===== src/common/cpu_pkg.sv =====
`default_nettype none

package cpu_pkg;

  // widths with a meaning in the ISA
  typedef logic [15:0] word_t;
  typedef logic [15:0] instr_t;
  typedef logic [2:0]  reg_idx_t;
  typedef logic [4:0]  opcode_t;

  // opcodes with bit 4 clear, the immediate forms set it
  localparam opcode_t OP_MV   = 5'b00000;
  localparam opcode_t OP_ADD  = 5'b00001;
  localparam opcode_t OP_SUB  = 5'b00010;
  localparam opcode_t OP_CMP  = 5'b00011;
  localparam opcode_t OP_LD   = 5'b00100;
  localparam opcode_t OP_ST   = 5'b00101;
  localparam opcode_t OP_NOP  = 5'b00111;
  localparam opcode_t OP_CALL = 5'b01100;
  localparam opcode_t OP_MVHI = 5'b10110;

  // full nop word used as the reset value of the pipeline registers
  localparam instr_t NOP_INSTR = {11'd0, OP_NOP};

  // call stores its return address here
  localparam reg_idx_t LINK_REG = 3'd7;

  // operand A sources
  localparam logic [1:0] A_SEL_FWD = 2'd0;
  localparam logic [1:0] A_SEL_RF  = 2'd1;

  // operand B sources
  localparam logic [1:0] B_SEL_FWD = 2'd0;
  localparam logic [1:0] B_SEL_IMM = 2'd1;
  localparam logic [1:0] B_SEL_RF  = 2'd2;

  typedef struct packed {
    instr_t ir;
    word_t  pc;
    word_t  datax;
    word_t  datay;
  } ex_bundle_t;

  typedef struct packed {
    logic       alu_r_ld;
    logic       alu_n_ld;
    logic       alu_z_ld;
    logic [1:0] alu_a_sel;
    logic [1:0] alu_b_sel;
    logic       alu_op_sel;
    logic       ldst_rd;
    logic       ldst_wr;
  } ex_ctrl_t;

  typedef struct packed {
    logic  rd;
    logic  wr;
    word_t addr;
    word_t wdata;
  } mem_req_t;

  typedef struct packed {
    logic     en;
    reg_idx_t idx;
    word_t    data;
  } rf_write_t;

  typedef struct packed {
    instr_t ir;
    word_t  pc;
    word_t  x;
    word_t  b;
    word_t  alu_r;
  } wb_bundle_t;

  // mv/mvi, add/addi, sub/subi, ld and mvhi write Rx
  function automatic logic writes_rx(opcode_t op);
    logic hit;
    hit = (op[3:0] == OP_MV[3:0]) || (op[3:0] == OP_ADD[3:0]) ||
          (op[3:0] == OP_SUB[3:0]) || (op == OP_LD) || (op == OP_MVHI);
    return hit;
  endfunction

  // callr and call write the link register
  function automatic logic writes_link(opcode_t op);
    return op[3:0] == OP_CALL[3:0];
  endfunction

endpackage

`default_nettype wire


===== src/hw/cpu_execute_top.sv =====
`default_nettype none
`timescale 1ns/100ps

module cpu_execute_top (
  input  logic               i_clk,
  input  logic               i_rst_n,
  input  cpu_pkg::instr_t    i_ir,
  input  cpu_pkg::word_t     i_pc,
  input  cpu_pkg::word_t     i_ldst_rddata,
  output cpu_pkg::mem_req_t  o_mem_req,
  output cpu_pkg::rf_write_t o_rf_write,
  output logic               o_flag_n,
  output logic               o_flag_z
);

  // stage to stage buses
  cpu_pkg::ex_bundle_t ex;
  cpu_pkg::ex_ctrl_t   ctrl;
  cpu_pkg::wb_bundle_t wb_next;

  // writeback feedback paths
  cpu_pkg::instr_t     ir_wr;
  cpu_pkg::word_t      fwd;
  cpu_pkg::rf_write_t  rf_write;

  cpu_operand_fetch i_cpu_operand_fetch (
    .i_clk      (i_clk),
    .i_rst_n    (i_rst_n),
    .i_ir       (i_ir),
    .i_pc       (i_pc),
    .i_rf_write (rf_write),
    .o_ex       (ex)
  );

  cpu_execute_control i_cpu_execute_control (
    .i_clk   (i_clk),
    .i_rst_n (i_rst_n),
    .i_ir_ex (ex.ir),
    .i_ir_wr (ir_wr),
    .o_ctrl  (ctrl)
  );

  cpu_execute_datapath i_cpu_execute_datapath (
    .i_clk     (i_clk),
    .i_rst_n   (i_rst_n),
    .i_ex      (ex),
    .i_ctrl    (ctrl),
    .i_fwd     (fwd),
    .o_mem_req (o_mem_req),
    .o_wb_next (wb_next),
    .o_flag_n  (o_flag_n),
    .o_flag_z  (o_flag_z)
  );

  cpu_writeback i_cpu_writeback (
    .i_clk         (i_clk),
    .i_rst_n       (i_rst_n),
    .i_wb_next     (wb_next),
    .i_ldst_rddata (i_ldst_rddata),
    .o_ir_wr       (ir_wr),
    .o_fwd         (fwd),
    .o_rf_write    (rf_write)
  );

  assign o_rf_write = rf_write;

endmodule

`default_nettype wire


===== src/hw/cpu_operand_fetch.sv =====
`default_nettype none
`timescale 1ns/100ps

module cpu_operand_fetch (
  input  logic                i_clk,
  input  logic                i_rst_n,
  input  cpu_pkg::instr_t     i_ir,
  input  cpu_pkg::word_t      i_pc,
  input  cpu_pkg::rf_write_t  i_rf_write,
  output cpu_pkg::ex_bundle_t o_ex
);

  // eight architectural registers
  cpu_pkg::word_t    rf [8];

  cpu_pkg::reg_idx_t rx_idx;
  cpu_pkg::reg_idx_t ry_idx;
  cpu_pkg::word_t    rx_data;
  cpu_pkg::word_t    ry_data;

  // execute stage input register
  cpu_pkg::instr_t   ex_ir_q;
  cpu_pkg::word_t    ex_pc_q;
  cpu_pkg::word_t    ex_datax_q;
  cpu_pkg::word_t    ex_datay_q;

  assign rx_idx = i_ir[7:5];
  assign ry_idx = i_ir[10:8];

  // write port driven by writeback
  always_ff @(posedge i_clk) begin
    if (!i_rst_n) begin
      for (int i = 0; i < 8; i++) begin
        rf[i] <= '0;
      end
    end else if (i_rf_write.en) begin
      rf[i_rf_write.idx] <= i_rf_write.data;
    end
  end

  // write-through bypass covers the hazard two instructions apart
  assign rx_data = (i_rf_write.en && (i_rf_write.idx == rx_idx)) ? i_rf_write.data :
                   rf[rx_idx];
  assign ry_data = (i_rf_write.en && (i_rf_write.idx == ry_idx)) ? i_rf_write.data :
                   rf[ry_idx];

  always_ff @(posedge i_clk) begin
    if (!i_rst_n) begin
      ex_ir_q <= cpu_pkg::NOP_INSTR;
    end else begin
      ex_ir_q <= i_ir;
    end
  end

  // operand payload, captured every clock
  always_ff @(posedge i_clk) begin
    ex_pc_q    <= i_pc;
    ex_datax_q <= rx_data;
    ex_datay_q <= ry_data;
  end

  assign o_ex = '{ir: ex_ir_q, pc: ex_pc_q, datax: ex_datax_q, datay: ex_datay_q};

endmodule

`default_nettype wire


===== src/hw/cpu_writeback.sv =====
`default_nettype none
`timescale 1ns/100ps

module cpu_writeback (
  input  logic                i_clk,
  input  logic                i_rst_n,
  input  cpu_pkg::wb_bundle_t i_wb_next,
  input  cpu_pkg::word_t      i_ldst_rddata,
  output cpu_pkg::instr_t     o_ir_wr,
  output cpu_pkg::word_t      o_fwd,
  output cpu_pkg::rf_write_t  o_rf_write
);

  cpu_pkg::instr_t  ir_q;
  cpu_pkg::word_t   pc_q;
  cpu_pkg::word_t   x_q;
  cpu_pkg::word_t   b_q;
  cpu_pkg::word_t   alu_r_q;

  cpu_pkg::opcode_t op;
  cpu_pkg::word_t   result;
  logic             link;

  always_ff @(posedge i_clk) begin
    if (!i_rst_n) begin
      ir_q <= cpu_pkg::NOP_INSTR;
    end else begin
      ir_q <= i_wb_next.ir;
    end
  end

  always_ff @(posedge i_clk) begin
    pc_q    <= i_wb_next.pc;
    x_q     <= i_wb_next.x;
    b_q     <= i_wb_next.b;
    alu_r_q <= i_wb_next.alu_r;
  end

  assign op   = ir_q[4:0];
  assign link = cpu_pkg::writes_link(op);

  // immediate or register form picks the same source
  always_comb begin
    case (op[3:0])
      cpu_pkg::OP_MV[3:0]:   result = b_q;
      cpu_pkg::OP_LD[3:0]:   result = i_ldst_rddata;
      cpu_pkg::OP_MVHI[3:0]: result = {ir_q[15:8], x_q[7:0]};
      cpu_pkg::OP_CALL[3:0]: result = pc_q;
      default:               result = alu_r_q;
    endcase
  end

  assign o_ir_wr = ir_q;
  // also feeds the execute forwarding muxes
  assign o_fwd   = result;

  assign o_rf_write = '{
    en:   cpu_pkg::writes_rx(op) || link,
    idx:  link ? cpu_pkg::LINK_REG : ir_q[7:5],
    data: result
  };

  // load data or ALU result must be settled when a write happens
  a_write_data_known: assert property (
    @(posedge i_clk) disable iff (!i_rst_n)
      o_rf_write.en |-> !$isunknown(o_rf_write.data)
  );

endmodule

`default_nettype wire


===== src/hw/execute/cpu_execute_control.sv =====
`default_nettype none
`timescale 1ns/100ps

module cpu_execute_control (
  input  logic              i_clk,
  input  logic              i_rst_n,
  input  cpu_pkg::instr_t   i_ir_ex,
  input  cpu_pkg::instr_t   i_ir_wr,
  output cpu_pkg::ex_ctrl_t o_ctrl
);

  cpu_pkg::opcode_t  op_ex;
  cpu_pkg::opcode_t  op_wr;

  // writeback side of the hazard check
  logic              prev_rx;
  logic              prev_r7;
  cpu_pkg::reg_idx_t prev_idx;

  // execute side of the hazard check
  logic              curr_rx;
  logic              curr_ry;
  logic              is_alu;

  logic              fw_rx;
  logic              fw_ry;

  cpu_pkg::ex_ctrl_t ctrl;

  assign op_ex = i_ir_ex[4:0];
  assign op_wr = i_ir_wr[4:0];

  always_comb begin
    // instruction in writeback targets Rx or the link register
    prev_rx  = cpu_pkg::writes_rx(op_wr);
    prev_r7  = cpu_pkg::writes_link(op_wr);
    prev_idx = prev_r7 ? cpu_pkg::LINK_REG : i_ir_wr[7:5];

    // add, sub, cmp in either form
    is_alu = (op_ex[3:0] == cpu_pkg::OP_ADD[3:0]) ||
             (op_ex[3:0] == cpu_pkg::OP_SUB[3:0]) ||
             (op_ex[3:0] == cpu_pkg::OP_CMP[3:0]);

    // st reads Rx as store data and mvhi keeps the low byte of Rx
    curr_rx = is_alu || (op_ex == cpu_pkg::OP_ST) || (op_ex == cpu_pkg::OP_MVHI);

    // register forms 00000 to 00011 plus ld/st addresses
    curr_ry = !op_ex[4] && (op_ex[3:0] <= cpu_pkg::OP_ST[3:0]);

    fw_rx = curr_rx && (prev_rx || prev_r7) && (i_ir_ex[7:5] == prev_idx);
    fw_ry = curr_ry && (prev_rx || prev_r7) && (i_ir_ex[10:8] == prev_idx);

    // defaults read straight from the register file copies
    ctrl            = '0;
    ctrl.alu_a_sel  = cpu_pkg::A_SEL_RF;
    ctrl.alu_b_sel  = cpu_pkg::B_SEL_RF;

    if (curr_rx) begin
      ctrl.alu_a_sel = fw_rx ? cpu_pkg::A_SEL_FWD : cpu_pkg::A_SEL_RF;
    end

    // immediate forms take the sign extended byte
    if (curr_ry) begin
      ctrl.alu_b_sel = fw_ry ? cpu_pkg::B_SEL_FWD : cpu_pkg::B_SEL_RF;
    end else if (op_ex[4]) begin
      ctrl.alu_b_sel = cpu_pkg::B_SEL_IMM;
    end

    if (is_alu) begin
      ctrl.alu_r_ld   = 1'b1;
      ctrl.alu_n_ld   = 1'b1;
      ctrl.alu_z_ld   = 1'b1;
      // bit 1 set for sub and cmp
      ctrl.alu_op_sel = op_ex[1];
    end

    ctrl.ldst_rd = (op_ex == cpu_pkg::OP_LD);
    ctrl.ldst_wr = (op_ex == cpu_pkg::OP_ST);
  end

  assign o_ctrl = ctrl;

  // selects and strobes never undefined once out of reset
  a_ctrl_known: assert property (
    @(posedge i_clk) disable iff (!i_rst_n)
      !$isunknown(o_ctrl)
  );

endmodule

`default_nettype wire


===== src/hw/execute/cpu_execute_datapath.sv =====
`default_nettype none
`timescale 1ns/100ps

module cpu_execute_datapath (
  input  logic                i_clk,
  input  logic                i_rst_n,
  input  cpu_pkg::ex_bundle_t i_ex,
  input  cpu_pkg::ex_ctrl_t   i_ctrl,
  input  cpu_pkg::word_t      i_fwd,
  output cpu_pkg::mem_req_t   o_mem_req,
  output cpu_pkg::wb_bundle_t o_wb_next,
  output logic                o_flag_n,
  output logic                o_flag_z
);

  cpu_pkg::word_t imm_ext;
  cpu_pkg::word_t opnd_x;
  cpu_pkg::word_t opnd_b;
  cpu_pkg::word_t alu_out;
  cpu_pkg::word_t alu_r_next;

  // last ALU result
  cpu_pkg::word_t alu_r_q;

  logic           flag_n_q;
  logic           flag_z_q;

  // signed byte in 15:8
  assign imm_ext = {{8{i_ex.ir[15]}}, i_ex.ir[15:8]};

  always_comb begin
    case (i_ctrl.alu_a_sel)
      cpu_pkg::A_SEL_FWD: opnd_x = i_fwd;
      default:            opnd_x = i_ex.datax;
    endcase
  end

  always_comb begin
    case (i_ctrl.alu_b_sel)
      cpu_pkg::B_SEL_FWD: opnd_b = i_fwd;
      cpu_pkg::B_SEL_IMM: opnd_b = imm_ext;
      default:            opnd_b = i_ex.datay;
    endcase
  end

  // sub and cmp share the subtractor
  assign alu_out = i_ctrl.alu_op_sel ? (opnd_x - opnd_b) : (opnd_x + opnd_b);

  // alu_r holds unless an ALU op loads it
  assign alu_r_next = i_ctrl.alu_r_ld ? alu_out : alu_r_q;

  always_ff @(posedge i_clk) begin
    alu_r_q <= alu_r_next;
  end

  always_ff @(posedge i_clk) begin
    if (!i_rst_n) begin
      flag_n_q <= 1'b0;
      flag_z_q <= 1'b0;
    end else begin
      if (i_ctrl.alu_n_ld) begin
        flag_n_q <= alu_out[15];
      end
      if (i_ctrl.alu_z_ld) begin
        flag_z_q <= (alu_out == '0);
      end
    end
  end

  assign o_flag_n = flag_n_q;
  assign o_flag_z = flag_z_q;

  // Ry addresses memory, Rx supplies store data
  assign o_mem_req = '{
    rd:    i_ctrl.ldst_rd,
    wr:    i_ctrl.ldst_wr,
    addr:  opnd_b,
    wdata: opnd_x
  };

  // writeback captures this on the same edge as alu_r
  assign o_wb_next = '{
    ir:    i_ex.ir,
    pc:    i_ex.pc,
    x:     opnd_x,
    b:     opnd_b,
    alu_r: alu_r_next
  };

  // ALU and load/store decode must stay disjoint
  a_no_mem_on_alu: assert property (
    @(posedge i_clk) disable iff (!i_rst_n)
      i_ctrl.alu_r_ld |-> !(o_mem_req.rd || o_mem_req.wr)
  );

endmodule

`default_nettype wire


===== config.mk =====
export PLATFORM = sky130hd
export DESIGN_NAME = cpu_execute_top
export DESIGN_NICKNAME = d
export VERILOG_FILES = /design/src/common/cpu_pkg.sv /design/src/hw/cpu_execute_top.sv /design/src/hw/cpu_operand_fetch.sv /design/src/hw/cpu_writeback.sv /design/src/hw/execute/cpu_execute_control.sv /design/src/hw/execute/cpu_execute_datapath.sv
export SDC_FILE = /design/constraint.sdc
export NUM_CORES = 1
export LEC_CHECK = 0
export ABC_AREA = 1
export BUFFER_PORTS_ARGS = -buffer_cell sky130_fd_sc_hd__clkbuf_2
export CORE_MARGIN = 2
export CORE_UTILIZATION = 25
export CTS_CLUSTER_SIZE = 12
export DETAILED_ROUTE_END_ITERATION = 8
export PLACE_DENSITY = 0.41
export SYNTH_ARGS = -nofsm -noshare
export SYNTH_HDL_FRONTEND = slang
export SYNTH_SLANG_ARGS = --single-unit

===== constraint.sdc =====
create_clock -name i_clk -period 5.1 [get_ports i_clk]
set_clock_uncertainty 0.2 [all_clocks]
set_input_delay 1.275 -clock i_clk [delete_from_list [all_inputs] [get_ports i_clk]]
set_output_delay 1.275 -clock i_clk [all_outputs]
set_load 0.01 [all_outputs]

==> results.yml <==
synth:
  synth_warnings: 0
  netlist_area_mm2: 0.0129
  yosys.cell_count.top_type: "nand2_1"
  synth_commonest_cells: "nand2_1, nor2_1, o21ai_0, inv_1, edfxtp_1"
  synth_fp_nets: 1635
  syn-instance-count: 1568
  async_flop_share_pct: 0
  synth_top_family_by_area: "simple AND/OR/NAND/NOR gates"
  synth_compound_area_share_pct: 15.0
  ys_seq_area_share_pct: 52.3
  synth_top_area_share_pct: 33.5
  synth.distinct_cells: 42
  yosysTopAreaCell: "edfxtp_1"
  synth_area_leaders: "edfxtp_1, dfxtp_1, nand2_1"
  synthSimpleGateAreaFrac_pct: 20.8
  synth_fa_ha_area_share_pct: 1.70
  synth_mux_area_share_pct: 0
  syn_area_per_cell_um2: 8.24
  ys_ff_latch: 266
  synth_edf_count: 144
  synth_ff_type: "edfxtp_1"
  synthXorXnorAreaFrac_pct: 2.30
critical_path:
  path_max_fanout: 16
  crit_path_frequent_cell: "nand2_1"
  crit_type: "flip-flop to primary output"
  r2r-start: "i_cpu_writeback.o_ir_wr[3]"
  rr_worst_depth: 26
  critPathMaxStageDelay_ns: 0.50
  critPathLaunchType: "flip-flop"
  arrival_ns: 3.27
  crit_slowest_cell: "o21ai_0"
  crit_required_ns: 3.62
  crit_chain: "inv_1 > nand2_1 > inv_1 > buf_4 > nand2_1 > nand2_1 > inv_4 > nand2_1 > nand2_1 > clkinv_1 > o21ai_0 > clkbuf_2"
  cp-startpoint: "i_cpu_writeback.o_ir_wr[3]"
  end_kind: "primary output"
placed_design:
  dp.cells: 2326
  gp_congestion: 0.915
  port_buffers: 105
  dp_hpwl_um: 30200
  place_ws_ns: 0.152
  placed_area_mm2: 0.0144
global_route:
  grt_pass1_wl_um: 68500
  overflow: 0
  grt_max_degree: 112
  grt_use_met2_pct: 28.1
  grtUsageTotal_pct: 17.1
  busiest_layer: "met2"
  grt_pass1_vias: 10678
  use_met3_pct: 2.99
  antenna_found_initial: 0
  use_met1_pct: 22.7
cts:
  insertion_delay_ns: 0.54
  numCtsBuffers: 35
  postCtsSetupBuffers: 0
  cts_buffer_depth: 3
  h-tree-depth: 2
  cts.clk_slew.worst_paths_ns: 0.05
  cts-root-buf: "clkbuf_16"
  cts.sinks: 266
  tritoncts: "yes"
drt:
  route.detailed.drc: 0
  drtIter0Drc: 831
  wirelength_um: 45600
  vias_per_cell: 4.54
  num_vias: 10841
  wl_per_cell_um: 19.1
  ant_nets: 0
  first_pass_iters: 5
power:
  powerDensity_mw_per_mm2: 389
  power.internal_w: 0.00433
  leakage_nw: 6.95
  finalPower_w: 0.00606
  power.share.sequential_pct: 40.7
  irDropWorstVdd_v: 0.000178
  power_switching_w: 0.00173
  swShare_pct: 28.6
  power_frac_clock_pct: 42.2
  combPwrFrac_pct: 17.1
timing:
  setup_ws_ns: 0.358
  drv_slew: 0
  fin_crit_sh_pct: 93.0
  tightestPinTransition_ns: 1.11
  holdWs_ns: 0.124
  fin_crit_ns: 4.74
  slew_headroom_pct: 25.9
  setup_viol: 0
  hold_viol: 0
  fmax_mhz: 211
final_layout:
  area_growth_pct: 20.6
  multi_input_area_mm2: 0.00515
  diodes: 0
  final_cells: 2390
  final.fill_count: 5460
  finalInstanceArea_mm2: 0.0156
  seqCellArea_mm2: 0.00677
  drive_gt1_share_pct: 15.4
  final_net_count: 1750
  largest_register: "i_cpu_operand_fetch.rf"
  largest_reg_flops: 128
hold_path:
  min_from: "i_cpu_operand_fetch.ex_pc_q[2]"
  min_delay_path_depth: 0
  hold_class: "flip-flop to flip-flop"
floorplanning:
  coreArea_mm2: 0.0512
  die_w_um: 231
  die_area_mm2: 0.0535
  initial_utilization_pct: 25.2
  die_h_um: 231
  pin_count: 106
  core.rowCount: 83
job:
  cap_violations: 0
status:
  status: "completed"
power groups by stage:
stage / clock, W / sequential (W) / combinational [W]
global placement: 0 / 0.00251 / 0.00103
floorplan: 0 / 0.00249 / 0.000631
global route: 0.00270 / 0.00248 / 0.00116
CTS: 0.00263 / 0.00247 / 0.00103
finish: 0.00256 / 0.00247 / 0.00103
detailed placement: 0 / 0.00251 / 0.00103
final cells by class:
type	instances	area share [%]
flip-flops and latches	266	43.4
multi-input cells	1041	33.0
clock buffers	53	6.71
repair buffers	162	6.14
well taps	680	5.46
inverters	177	4.28
clock inverters	11	0.971
stage by stage:
step / TNS [ns] / utilization [%]
detailed placement: 0 / 28.1
CTS: 0 / 30.4
global route: -0.0243 / 30.4
finish: 0 / 30.4
floorplan: 0 / -
global placement: 0 / 28.1
cell families (layout without fill, tap and decap cells):
| kind of cell | count (synthesis) | after routing |
|---|---|---|
| AO/OA/AOI/OAI | 355 | 355 |
| XOR/XNOR | 34 | 34 |
| adder cells (fa/ha/maj) | 17 | 17 |
| buffers and inverters | 261 | 403 |
| flip-flops | 266 | 266 |
| AND/OR/NAND/NOR | 635 | 635 |
path summary, 6_finish.rpt:
kind | to | slack [ns]
worst max-delay path | o_mem_req[14] | 0.36
worst min-delay path | i_cpu_writeback.pc_q[2] | 0.12
worst max register to register | i_cpu_execute_datapath.o_flag_z | 0.51
worst min register to register | i_cpu_writeback.pc_q[2] | 0.12
what timing repair did:
action / 4_1_cts / 5_1_grt
endpoints found under the setup margin: 0 / 6
resized for setup: 0 / 8
hold buffers: 0 / 0
critical path: cells and delay by family (launching register included):
family / cells / cell delay [ns]
AO/OA/AOI/OAI: 1 / 0.50
buffers and inverters: 6 / 1.07
flip-flops: 1 / 0.35
AND/OR/NAND/NOR: 5 / 0.79
metal layers:
layer  share of wire [%]  routed length [um]  vias to the layer above
li1                    -                   -                     5392
met1                  46               20800                     5079
met2                  46               21200                      297
met3                 5.5                2500                       73
met4                 2.5                1150                        0
met5                   0                   0                        -
cell usage in the layout, fill, tap and decap left out, types with 8 or more instances in the layout:
master and instances:
edfxtp_1 144, clkbuf_2 104, o221ai_1 13, clkinv_1 10, o211ai_1 12, a31oi_1 15, xor2_1 27, clkbuf_16 37
nor2_1 237, nand4_1 10, inv_1 161, clkbuf_1 10, dfxtp_1 122, buf_4 56, nor2_2 8, nand2_1 301
nand3_1 43, o21ai_0 209, a21oi_1 89, ha_1 16
No activity file was read; power rests on OpenSTA's default activity.
